<file path="config.mk">
export PLATFORM = sky130hd
export DESIGN_NAME = axi_core_bridge
export DESIGN_NICKNAME = d
export VERILOG_FILES = /design/src/hdl/axi_pkg.sv /design/src/hdl/core_pkg.sv /design/src/hdl/axi_core_bridge.sv /design/src/hdl/bus_sequencer.sv /design/src/hdl/lane_align.sv
export VERILOG_INCLUDE_DIRS = /design/src /design/src/hdl
export SDC_FILE = /design/constraint.sdc
export NUM_CORES = 1
export LEC_CHECK = 0
export ABC_AREA = 1
export BUFFER_PORTS_ARGS = -buffer_cell sky130_fd_sc_hd__buf_2
export CAP_MARGIN = 20
export CELL_PAD_IN_SITES_DETAIL_PLACEMENT = 0
export CELL_PAD_IN_SITES_GLOBAL_PLACEMENT = 2
export CORE_UTILIZATION = 26
export CTS_CLUSTER_DIAMETER = 120
export DETAILED_ROUTE_END_ITERATION = 10
export PLACE_DENSITY = 0.88
export SLEW_MARGIN = 0
export SYNTH_ARGS = -nofsm -noshare
export SYNTH_HDL_FRONTEND = slang
export SYNTH_HIERARCHICAL = 1
export SYNTH_SLANG_ARGS = --single-unit
export TNS_END_PERCENT = 1
</file>
<file path="constraint.sdc">
create_clock -name clock -period 3.2 [get_ports clock]
set_input_delay 0.64 -clock clock [delete_from_list [all_inputs] [get_ports clock]]
set_output_delay 0.64 -clock clock [all_outputs]
set_load 0.01 [all_outputs]
</file>
<file path="src/hdl/bus_defines.svh">
`ifndef BUS_DEFINES_SVH
`define BUS_DEFINES_SVH

// Data and address width of the core and the AXI port
`define XLEN 32

// Main memory, aligned for reads and writes
`define MEM_LO 32'h0F00_0000
`define MEM_HI 32'h0FFF_FFFF

// Device registers, aligned for reads and writes
`define DEV_LO 32'h1000_0000
`define DEV_HI 32'h1000_0FFF

// Boot ROM, aligned for reads only
`define ROM_LO 32'h2000_0000
`define ROM_HI 32'h2000_0FFF

`endif

</file>
<file path="src/hdl/axi_pkg.sv">
`include "bus_defines.svh"

package axi_pkg;

    typedef logic [`XLEN-1:0]   axi_addr_t;
    typedef logic [`XLEN-1:0]   axi_data_t;
    typedef logic [`XLEN/8-1:0] axi_strb_t;
    typedef logic [2:0]         axi_size_t;  // log2 of bytes per beat
    typedef logic [7:0]         axi_len_t;   // Beats minus one
    typedef logic [1:0]         axi_burst_t;
    typedef logic [3:0]         axi_id_t;
    typedef logic [1:0]         axi_resp_t;

    localparam axi_burst_t BURST_INCR = 2'b01;

    // Shared by AW and AR
    typedef struct packed {
        axi_addr_t  addr;
        axi_size_t  size;
        axi_len_t   len;
        axi_burst_t burst;
        axi_id_t    id;
    } axi_ax_t;

    typedef struct packed {
        axi_data_t data;
        axi_strb_t strb;
        logic      last;
    } axi_w_t;

    typedef struct packed {
        axi_resp_t resp;
        axi_id_t   id;
    } axi_b_t;

    typedef struct packed {
        axi_data_t data;
        axi_resp_t resp;
        logic      last;
        axi_id_t   id;
    } axi_r_t;

endpackage

</file>
<file path="src/hdl/core_pkg.sv">
`include "bus_defines.svh"

package core_pkg;

    typedef logic [`XLEN-1:0]   word_t;
    typedef logic [`XLEN-1:0]   addr_t;
    typedef logic [`XLEN/8-1:0] byte_mask_t;  // 0001, 0011 or 1111

    typedef enum logic [1:0] {
        MEM_NONE,
        MEM_LOAD,
        MEM_STORE
    } mem_op_e;

    typedef struct packed {
        mem_op_e    op;
        addr_t      addr;
        word_t      wdata;
        byte_mask_t mask;
    } mem_req_t;

    typedef enum logic [3:0] {
        IDLE,
        FETCH_AR,
        FETCH_R,
        EXEC,
        STORE_AW,
        STORE_W,
        STORE_B,
        LOAD_AR,
        LOAD_R
    } bus_state_e;

endpackage

</file>
<file path="src/hdl/axi_core_bridge.sv">
`timescale 1ns/100ps

module axi_core_bridge
    import core_pkg::*, axi_pkg::*;
(
    input  logic     clock,
    input  logic     reset,
    input  addr_t    fetch_pc,
    input  mem_req_t mem_req,
    output word_t    instr,
    output logic     instr_valid,
    output word_t    load_data,
    output logic     mem_done,
    output axi_ax_t  ar,
    output logic     ar_valid,
    input  logic     ar_ready,
    output axi_ax_t  aw,
    output logic     aw_valid,
    input  logic     aw_ready,
    output axi_w_t   w,
    output logic     w_valid,
    input  logic     w_ready,
    input  axi_b_t   b,
    input  logic     b_valid,
    output logic     b_ready,
    input  axi_r_t   r,
    input  logic     r_valid,
    output logic     r_ready
);

    logic     fetch;
    mem_req_t req_q;

    bus_sequencer u_seq (
        .clock       (clock),
        .reset       (reset),
        .fetch_pc    (fetch_pc),
        .mem_req     (mem_req),
        .ar_ready    (ar_ready),
        .aw_ready    (aw_ready),
        .w_ready     (w_ready),
        .b_valid     (b_valid),
        .r_valid     (r_valid),
        .r           (r),
        .ar_valid    (ar_valid),
        .aw_valid    (aw_valid),
        .w_valid     (w_valid),
        .b_ready     (b_ready),
        .r_ready     (r_ready),
        .fetch       (fetch),
        .req_q       (req_q),
        .instr       (instr),
        .instr_valid (instr_valid),
        .mem_done    (mem_done)
    );

    lane_align u_align (
        .fetch     (fetch),
        .fetch_pc  (fetch_pc),
        .req       (req_q),
        .rdata     (r.data),
        .ar_pay    (ar),
        .aw_pay    (aw),
        .w_pay     (w),
        .load_word (load_data)
    );

endmodule

</file>
<file path="src/hdl/bus_sequencer.sv">
`timescale 1ns/100ps

module bus_sequencer
    import core_pkg::*, axi_pkg::*;
(
    input  logic     clock,
    input  logic     reset,
    input  addr_t    fetch_pc,
    input  mem_req_t mem_req,
    input  logic     ar_ready,
    input  logic     aw_ready,
    input  logic     w_ready,
    input  logic     b_valid,
    input  logic     r_valid,
    input  axi_r_t   r,
    output logic     ar_valid,
    output logic     aw_valid,
    output logic     w_valid,
    output logic     b_ready,
    output logic     r_ready,
    output logic     fetch,
    output mem_req_t req_q,
    output word_t    instr,
    output logic     instr_valid,
    output logic     mem_done
);

    bus_state_e state;
    bus_state_e next_state;
    logic       ar_done;
    logic       r_done;

    assign ar_done = ar_valid && ar_ready;
    assign r_done  = r_valid && r_ready;

    always_ff @(posedge clock) begin
        if (reset) begin
            state <= IDLE;
        end else begin
            state <= next_state;
        end
    end

    always_comb begin
        next_state = state;
        case (state)
            IDLE: begin
                next_state = FETCH_AR;
            end
            FETCH_AR: begin
                if (ar_done) begin
                    next_state = FETCH_R;
                end
            end
            FETCH_R: begin
                if (r_done) begin
                    next_state = EXEC;
                end
            end
            EXEC: begin
                case (mem_req.op)
                    MEM_STORE: next_state = STORE_AW;
                    MEM_LOAD:  next_state = LOAD_AR;
                    default:   next_state = FETCH_AR;
                endcase
            end
            STORE_AW: begin
                if (aw_valid && aw_ready) begin
                    next_state = STORE_W;
                end
            end
            STORE_W: begin
                if (w_valid && w_ready) begin
                    next_state = STORE_B;
                end
            end
            STORE_B: begin
                if (b_valid && b_ready) begin
                    next_state = FETCH_AR;
                end
            end
            LOAD_AR: begin
                if (ar_done) begin
                    next_state = LOAD_R;
                end
            end
            LOAD_R: begin
                if (r_done) begin
                    next_state = FETCH_AR;
                end
            end
            default: begin
                next_state = IDLE;
            end
        endcase
    end

    always_ff @(posedge clock) begin
        if (reset) begin
            instr <= '0;
        end else if (state == FETCH_R && r_done) begin
            instr <= r.data;
        end
    end

    // Held through the store or load phases
    always_ff @(posedge clock) begin
        if (state == EXEC) begin
            req_q <= mem_req;
        end
    end

    assign fetch = (state == FETCH_AR) || (state == FETCH_R);

    assign ar_valid = (state == FETCH_AR) || (state == LOAD_AR);
    assign aw_valid = (state == STORE_AW);
    assign w_valid  = (state == STORE_W);
    assign b_ready  = (state == STORE_B);
    assign r_ready  = (state == FETCH_R) || (state == LOAD_R);

    assign instr_valid = (state == EXEC);

    // No memory access completes in EXEC itself
    assign mem_done = ((state == EXEC) && (mem_req.op == MEM_NONE)) ||
                      ((state == STORE_B) && b_valid) ||
                      ((state == LOAD_R) && r_valid);

endmodule

</file>
<file path="src/hdl/lane_align.sv">
`timescale 1ns/100ps
`include "bus_defines.svh"

module lane_align
    import core_pkg::*, axi_pkg::*;
(
    input  logic     fetch,
    input  addr_t    fetch_pc,
    input  mem_req_t req,
    input  word_t    rdata,
    output axi_ax_t  ar_pay,
    output axi_ax_t  aw_pay,
    output axi_w_t   w_pay,
    output word_t    load_word
);

    logic       in_mem;
    logic       in_dev;
    logic       in_rom;
    logic       wr_align;
    logic       rd_align;
    logic [1:0] offset;
    addr_t      word_addr;
    axi_size_t  req_size;

    function automatic axi_size_t mask_size(input byte_mask_t mask);
        axi_size_t size;
        case (mask)
            4'b0001: size = 3'd0;
            4'b0011: size = 3'd1;
            default: size = 3'd2;
        endcase
        return size;
    endfunction

    assign in_mem = (req.addr >= `MEM_LO) && (req.addr <= `MEM_HI);
    assign in_dev = (req.addr >= `DEV_LO) && (req.addr <= `DEV_HI);
    assign in_rom = (req.addr >= `ROM_LO) && (req.addr <= `ROM_HI);

    assign wr_align = in_mem || in_dev;
    assign rd_align = in_mem || in_dev || in_rom;  // ROM is read-only

    assign offset    = req.addr[1:0];
    assign word_addr = {req.addr[`XLEN-1:2], 2'b00};
    assign req_size  = mask_size(req.mask);

    always_comb begin
        aw_pay.addr  = wr_align ? word_addr : req.addr;
        aw_pay.size  = req_size;
        aw_pay.len   = '0;
        aw_pay.burst = BURST_INCR;
        aw_pay.id    = '0;
    end

    always_comb begin
        w_pay.data = wr_align ? req.wdata << {offset, 3'b000} : req.wdata;
        w_pay.strb = wr_align ? req.mask << offset : req.mask;
        w_pay.last = 1'b1;  // Single beat
    end

    always_comb begin
        if (fetch) begin
            ar_pay.addr = fetch_pc;
            ar_pay.size = 3'd2;
        end else begin
            ar_pay.addr = rd_align ? word_addr : req.addr;
            ar_pay.size = req_size;
        end
        ar_pay.len   = '0;
        ar_pay.burst = BURST_INCR;
        ar_pay.id    = '0;
    end

    // Byte lanes back down to bit 0, zero filled
    assign load_word = (!fetch && rd_align) ? rdata >> {offset, 3'b000} : rdata;

endmodule

</file>
=== After elaboration in Yosys (flattened, before gate mapping) ===
Index checks and enable logic that the tools add are counted.

* Register bits: 104
* Input port bits: 154
* Output and inout bits: 206
* Logic and storage cells: 72

* Magnitude comparators: 6
* Eq/ne operators: 19
* Shift-type cells: 3
* Multiplexer cells: 16
* Reductions and logical operators: 23

{| class="wikitable"
|+ Operators with widths
! kind !! count
|-
| $mux 32 || 2
|-
| $pmux 4 s9 || 1
|-
| $mux 35 || 1
|-
| $ge 32x28->1 const B || 1
|-
| $ge 32x29->1 const B || 1
|-
| $ge 32x30->1 const B || 1
|-
| $le 32x28->1 const B || 1
|-
| $le 32x29->1 const B || 1
|-
| $le 32x30->1 const B || 1
|-
| $mux 4 || 8
|-
| $shl 32x5->32 || 1
|-
| $shr 32x5->32 || 1
|-
| $eq 4x3->1 const B || 4
|-
| $eq 4x2->1 const B || 3
|-
| $logic_and 1x1->1 || 12
|-
| $eq 4x1->1 const B || 2
|-
| $ne 2x1->1 const B || 4
|-
| $logic_or 1x1->1 || 7
|-
| $reduce_and 7->1 || 1
|-
| $ne 2x2->1 const B || 3
|-
| $pmux 3 s2 || 1
|-
| $eq 4x4->1 const B || 1
|-
| $logic_not 4->1 || 1
|-
| $mux 2 || 2
|-
| other kinds (6) || 6
|}

=== Logic depth before layout (Yosys ltp) ===
Gate-level depths: netlist (run 1).

* Depth in word-level cells: 6
* Depth in mapped cells: 12
* Gate-level depth less buffers: 11

=== Modules after synthesis ===
The synthesis (run 1) kept the hierarchy.

{| class="wikitable"
|+ By module, submodules not included
! module !! instances !! cells an instance !! area each (µm²) !! seq. area each (µm²)
|-
| bus_sequencer || 1 || 287 || 3752.3 || 2822.7
|-
| lane_align || 1 || 588 || 2979.1 || 0.0
|}

=== Worst setup path before layout (run 1) ===
No wires, ideal clock.

* Path type: reg2out
* From: register u_seq.state[0]
* To: output port mem_done
* Arrival: 1.768 ns
* Data required time: 2.560 ns
* Path slack: 0.792 ns
* Stages on the path, launching flop included: 7
* Cells stage by stage: dfxtp_1 -> nand2_1 -> inv_2 -> nand2_2 -> inv_2 -> nand2_1 -> o211ai_1

* Cells in the longest elaborated chain, start to end: 4
* Elaborated cells on any way between the ends: 8
* Classes of those cells: eq/ne (3); reduce/logical (5)

{| class="wikitable"
|+ Ends and longest elaborated chain
! what !! RTL line !! RTL
|-
| start, declared || bus_sequencer.sv:28 || <nowiki>bus_state_e state;</nowiki>
|-
| start signal, assigned || bus_sequencer.sv:40 || <nowiki>state <= next_state;</nowiki>
|-
| $eq 4x2->1 || - ||
|-
| via instr_valid || axi_core_bridge.sv:11 || <nowiki>output logic instr_valid,</nowiki>
|-
| $logic_and 1x1->1 || bus_sequencer.sv:124 || <nowiki>assign mem_done = ((state == EXEC) && (mem_req.op == MEM_NONE)) ||</nowiki>
|-
| $logic_or 1x1->1 || bus_sequencer.sv:124 ||
|-
| $logic_or 1x1->1 || bus_sequencer.sv:125 || <nowiki>((state == STORE_B) && b_valid) ||</nowiki>
|-
| end, declared || axi_core_bridge.sv:13 || <nowiki>output logic mem_done,</nowiki>
|}

The timed path passes the listed nets, and every way through them passes these cells.

=== Worst setup path after layout (run 1) ===
* From: register u_seq/req_q[36] (netlist name)
* To: output port load_data[26]

* Cells in the longest elaborated chain, start to end: 6
* Elaborated cells on any way between the ends: 14
* Classes of those cells: order compare (6); shift (1); mux (1); reduce/logical (6)

{| class="wikitable"
|+ Ends and longest elaborated chain
! what !! RTL line !! RTL
|-
| $ge 32x28->1 (no line) (tied with other cells) || - ||
|-
| $logic_and 1x1->1, on equally long branches || lane_align.sv:36, lane_align.sv:37 ||
|-
| $logic_or 1x1->1 (2 in series) || lane_align.sv:41 || <nowiki>assign rd_align = in_mem || in_dev || in_rom;</nowiki>
|-
| $logic_and 1x1->1 || lane_align.sv:75 || <nowiki>assign load_word = (!fetch && rd_align) ? rdata >> {offset, 3'b000} : rdata;</nowiki>
|-
| $mux 32 (*) || lane_align.sv:75 ||
|-
| end, declared || axi_core_bridge.sv:12 || <nowiki>output word_t load_data,</nowiki>
|}

Every way passes the cells marked *; elsewhere a longest branch is shown, timed or not.

==> run summary, run 1 <==
Max Clk Rate: 335 MHz
Routed Antenna Nets: 0
critical path required time: 2560 ps
die area: 26300 µm²
FP Rows: 58
H-tree Lvls: 3
Initial Utilization: 26.5%
CTS Sinks: 104
hold path cells: 2
vias in the first global route: 5806
Hold Fails Final Rpt: 0
nets: 1299
Ports: 360
initial antenna violation count: 5
Final min period: 2990 ps
Overall Global Routing Usage: 16.7%
RSZ-0062 raised after global routing: true
most frequent cells in the layout: 315 x buf_2, 237 x nand2_1, 127 x inv_1, 68 x edfxtp_1, 51 x o21ai_0
non-filler instance count after layout: 1479
LEAKAGE: 4.33 nW
core area: 25200 µm²
Crit Reg-Reg Startpoint: u_seq/state[1]
Reg2Reg Depth: 5
pin slew with the least headroom to its limit: 694 ps
R2R Setup Slk: 1370 ps
Post-CTS Setup Bufs: 0
share of layout cells above drive strength 1: 36.7%
Setup crit end kind: output port
Clock Tree Root: clkbuf_16
TritonCTS clock tree: done
worst rel slew slack: 53.7%
Port Buffer Count: 315
vias: 6400
Critical R2R Capture: u_seq/instr[3]
Inst Count DP: 1461
pin count of the biggest net entering global routing: 65
Yosys warnings: 6
fin. max-slew vios: 0
Cells after Synth: 873
Layout area overhead: 26.8%
CTS Buffer Depth: 2
status: completed
Hold Path Class: reg -> reg
Skew-Pair Late Insertion Delay: 360 ps
Startpoint Class: flop
synthesized area: 6670 µm²
total gr overflow: 0
Hold Path End: u_seq/instr[2]
Residual DRC: 0
most common cell after layout, fill and taps aside: buf_2
die width: 162 µm
final period utilization: 93.3%
synthesized area per cell: 7.64 µm²
Power Dens Cells: 605 nW/µm²
die span in y: 162 µm
wire length per cell: 15.0 µm
cts-stage hold buffer count: 0
fill cell count: 2780
WS Path Type: reg -> out
GP Congestion: 0.852
dpl hpwl: 17300 µm
Final Skew: 17.5 ps
Final setup violation count: 0
Arr. time, crit path: 2350 ps
VDD IR-drop max: 0.248 mV
wirelength, routed: 22300 µm
first-pass GRT wire length: 33000 µm
Pre-Repair DR Iteration Count: 5
Pwr Total: 5.11 mW
CTS buffer count: 9
Reg clk slew, reported paths: 80 ps
setup_tns: 0 ps
maxcap violations: 0
vias per cell: 4.33
Iter 0 DRT Violations: 323
CP max FO: 17
Hold Startpoint: u_seq/instr[2]
metrics by stage:
step                      hold WS (ps)  util [%]  area, µm²  setup slack [ps]
final                              443      33.6       8460               213
after global placement             429      32.3       8130               271
after floorplan                    467         -       6780               814
after detailed placement           433      32.3       8130               232
after CTS                          428      33.5       8450              13.1
after global routing               427      33.6       8460             -9.64
registers in the layout, summed over array words and instances, names as in the netlist:
name	count
u_seq/state	4
u_seq/instr	32
u_seq/req_q	68
routing by layer:
metal / up-vias / wire (µm) / GRT usage, %
met5: - / 8 / 0
met4: 2 / 472 / 5.92
met3: 25 / 1510 / 3.37
met2: 265 / 11000 / 29.7
met1: 2860 / 9220 / 19.9
li1: 3248 / - / -
cell type report:
| type | count | area [µm²] | area share, % |
|---|---|---|---|
| antenna | 2 | 5.00 | 0.0592 |
| clock buffer | 9 | 225 | 2.66 |
| clock inverter | 7 | 82.6 | 0.976 |
| inverter | 147 | 559 | 6.61 |
| multi-input combinational | 549 | 2720 | 32.1 |
| sequential | 104 | 2760 | 32.7 |
| tap | 330 | 413 | 4.88 |
| timing repair buffer | 331 | 1700 | 20.1 |
what timing repair did:
item,CTS,global route
gates resized for setup,2,2
endpoints found under the hold margin,0,0
setup endpoints to repair,23,37
worst max-delay path by stage:
stage | from | end | slack (ps) | cells after the start
after floorplan | u_seq/state[0] | mem_done | 810 | 6
after global placement | u_seq/req_q[51] | w[1] | 270 | 12
after detailed placement | u_seq/req_q[51] | w[1] | 230 | 12
after CTS | u_seq/req_q[51] | w[1] | 10 | 12
after global routing | u_seq/req_q[51] | load_data[8] | -10 | 10
final | u_seq/req_q[36] | load_data[26] | 210 | 7
worst max-delay path, cell delays in order, from the launching register on:
cell and delay [ps]:
edfxtp_1 440, buf_4 220, nor2_2 410, inv_2 240
nand3_1 390, nand2_1 100, inv_1 60, buf_2 120
power by group:
group          internal (mW)  leakage [nW]  switching, mW
registers               1.65         0.910          0.128
clock network          0.625         0.152          0.572
logic                  0.744          3.27           1.39
No activity file was read; power rests on OpenSTA's default activity.
==> run 2, diff against run 1 <==
CORE_UTILIZATION = 24   (was 26)
PLACE_DENSITY = 0.82   (was 0.88)
clock period = 2.9 ns   (was 3.2 ns; I/O delays follow)
==> run 2 against run 1 <==
Against the previous run: sequential power increased by 11%; first-iteration DRC count decreased by 19%; register-to-register slack got worse by 240 ps; setup slack got worse by 72 ps; power rose by 13%; combinational power up 14%; count of clock-buffer cells in the layout did not move; non-clock buffer count increased by 3; critical endpoint is now load_data[6]; largest power group unchanged.
==> run summary, run 2 (synthesized netlist as in run 1, its figures left out) <==
dpl hpwl: 17000 µm (-1.7%)
Iter 0 DRT Violations: 263 (-19%)
most frequent cells in the layout: 315 x buf_2, 235 x nand2_1, 127 x inv_1, 68 x edfxtp_1, 51 x o21ai_0
die width: 169 µm (+4.0%)
Final Skew: 11.5 ps (-6.00 ps)
RSZ-0062 raised after global routing: true
Power Dens Cells: 662 nW/µm² (+9.5%)
cts-stage hold buffer count: 0 (unchanged)
CTS Sinks: 104 (unchanged)
pin slew with the least headroom to its limit: 692 ps (-2.79 ps)
worst rel slew slack: 53.9% (+0.19 points)
Final min period: 2760 ps
fin. max-slew vios: 0 (unchanged)
Clock Tree Root: clkbuf_16
cells along the critical path: nor2_4 > nand2_2 > nor2_2 > nand2_1 > nand2_2 > nand2_4 > nand2_8 > clkbuf_16 > nand3_1 > nand2_1 > inv_1 > buf_2
critical path required time: 2320 ps (-240 ps)
Residual DRC: 0 (unchanged)
initial antenna violation count: 1 (-4)
diodes inserted: 0 (-2)
Ports: 360 (unchanged)
Startpoint Class: flop
CTS Buffer Depth: 2 (unchanged)
vias in the first global route: 5833 (+0.47%)
final period utilization: 95.1%
fill cell count: 2996 (+7.8%)
Initial Utilization: 24.6% (-1.9 points)
wire length per cell: 14.7 µm (-2.0%)
Pwr Total: 5.77 mW (+13%)
die area: 28500 µm² (+8.2%)
Top reg by flops: u_seq/req_q
Skew-Pair Late Insertion Delay: 360 ps (about the same)
Reg clk slew, reported paths: 90 ps (about the same)
share of layout cells above drive strength 1: 37.7% (+0.97 points)
CP max FO: 6 (-11)
Layout area overhead: 30.6%
WS Path Type: reg -> out
vias per cell: 4.20 (-3.0%)
Largest regs: u_seq/req_q: 68 flops, u_seq/instr: 32 flops, u_seq/state: 4 flops
Setup crit end kind: output port
LEAKAGE: 4.39 nW (+1.4%)
Hold Fails Final Rpt: 0 (unchanged)
CTS buffer count: 9 (unchanged)
FP Rows: 60 (+3.4%)
Final setup violation count: 0 (unchanged)
first-pass GRT wire length: 33100 µm (about the same)
TritonCTS clock tree: done
Max Clk Rate: 362 MHz
Arr. time, crit path: 2180 ps (-170 ps)
CP Buf/Inv Count: 3 (-1)
nets: 1304 (+0.38%)
die span in y: 169 µm (+4.0%)
total gr overflow: 0 (unchanged)
core area: 27100 µm² (+7.6%)
vias: 6399 (-0.016%)
max reg flops: 68 (unchanged)
wirelength, routed: 22500 µm (+0.99%)
GP Congestion: 0.775 (-9.1%)
Port Buffer Count: 315 (unchanged)
Hold Path Class: in -> reg
maxcap violations: 0 (unchanged)
R2R Setup Slk: 1130 ps (-240 ps)
Crit path max-delay family: simple AND/OR/NAND/NOR gates
footprint of the multi-input gates: 2810 µm² (+3.5%)
Routed Antenna Nets: 0 (unchanged)
Overall Global Routing Usage: 15.3% (-1.5 points)
pin count of the biggest net entering global routing: 65 (unchanged)
status: completed
Sequential Area: 2760 µm² (about the same)
VDD IR-drop max: 0.295 mV (+19%)
slowest CP cell: edfxtp_1
H-tree Lvls: 3 (unchanged)
Pre-Repair DR Iteration Count: 5 (unchanged)
crit-path max cell delay: 470 ps (+30 ps)
final core occ: 32.1% (-1.5 points)
most common cell after layout, fill and taps aside: buf_2
==> run 2: worst reg2reg max path: cells and delay by family (launching register included) <==
| family | cells | cell delay [ps] |
|---|---|---|
| buf+inv | 4 | 610 |
| simple gates | 7 | 610 |
| flops | 1 | 500 |
==> run 2: cell type report <==
class | instances | area share [%]
Sequential cell | 104 | 31.7
Multi-Input combinational cell | 551 | 32.3
Inverter | 147 | 6.46
Tap cell | 372 | 5.34
Clock inverter | 7 | 1.12
Clock buffer | 9 | 2.59
Timing Repair Buffer | 334 | 20.5
==> run 2: path summary, 6_finish.rpt <==
check / start / to / cells past startpoint
worst max register to register: u_seq/state[0] / u_seq/state[2] / 11
worst min register to register: u_seq/instr[19] / u_seq/instr[19] / 2
worst min-delay path: mem_req[1] / u_seq/req_q[1] / 1
worst max-delay path: u_seq/req_q[51] / load_data[6] / 12
==> run 2: power by group <==
| group | switching [mW] | internal [mW] |
|---|---|---|
| Sequential | 0.149 | 1.83 |
| Combinational | 1.57 | 0.873 |
| Clock | 0.651 | 0.698 |
| Total | 2.37 | 3.40 |
==> run 2: stage by stage <==
| stage | instances | TNS (ps) | area (µm²) | worst slack, ps | hold WS, ps |
|---|---|---|---|---|---|
| floorplan | 902 | 0 | 6780 | 574 | 467 |
| global placement | 1503 | 0 | 8200 | 148 | 429 |
| detailed placement | 1503 | 0 | 8200 | 123 | 432 |
| CTS | 1519 | -1.33 | 8560 | -1.33 | 364 |
| global route | 1524 | -180 | 8710 | -27.6 | 362 |
| finish | 1524 | 0 | 8710 | 141 | 390 |
==> run 2: per-layer routing <==
| layer | vias to the layer above | share of wire [%] | GRT usage [%] |
|---|---|---|---|
| met1 | 2869 | 41 | 18.1 |
| met5 | - | 0.058 | 0 |
| li1 | 3257 | - | - |
| met3 | 16 | 8.3 | 4.30 |
| met4 | 2 | 1.3 | 3.79 |
| met2 | 255 | 49 | 27.0 |
==> run 2: repair_timing <==
| action | 4_1_cts | 5_1_grt |
|---|---|---|
| pin swaps | 1 | 5 |
| setup endpoints to repair | 72 | 85 |
| setup buffers | 0 | 3 |
| gates cloned | 0 | 3 |
| gates resized for setup | 8 | 17 |
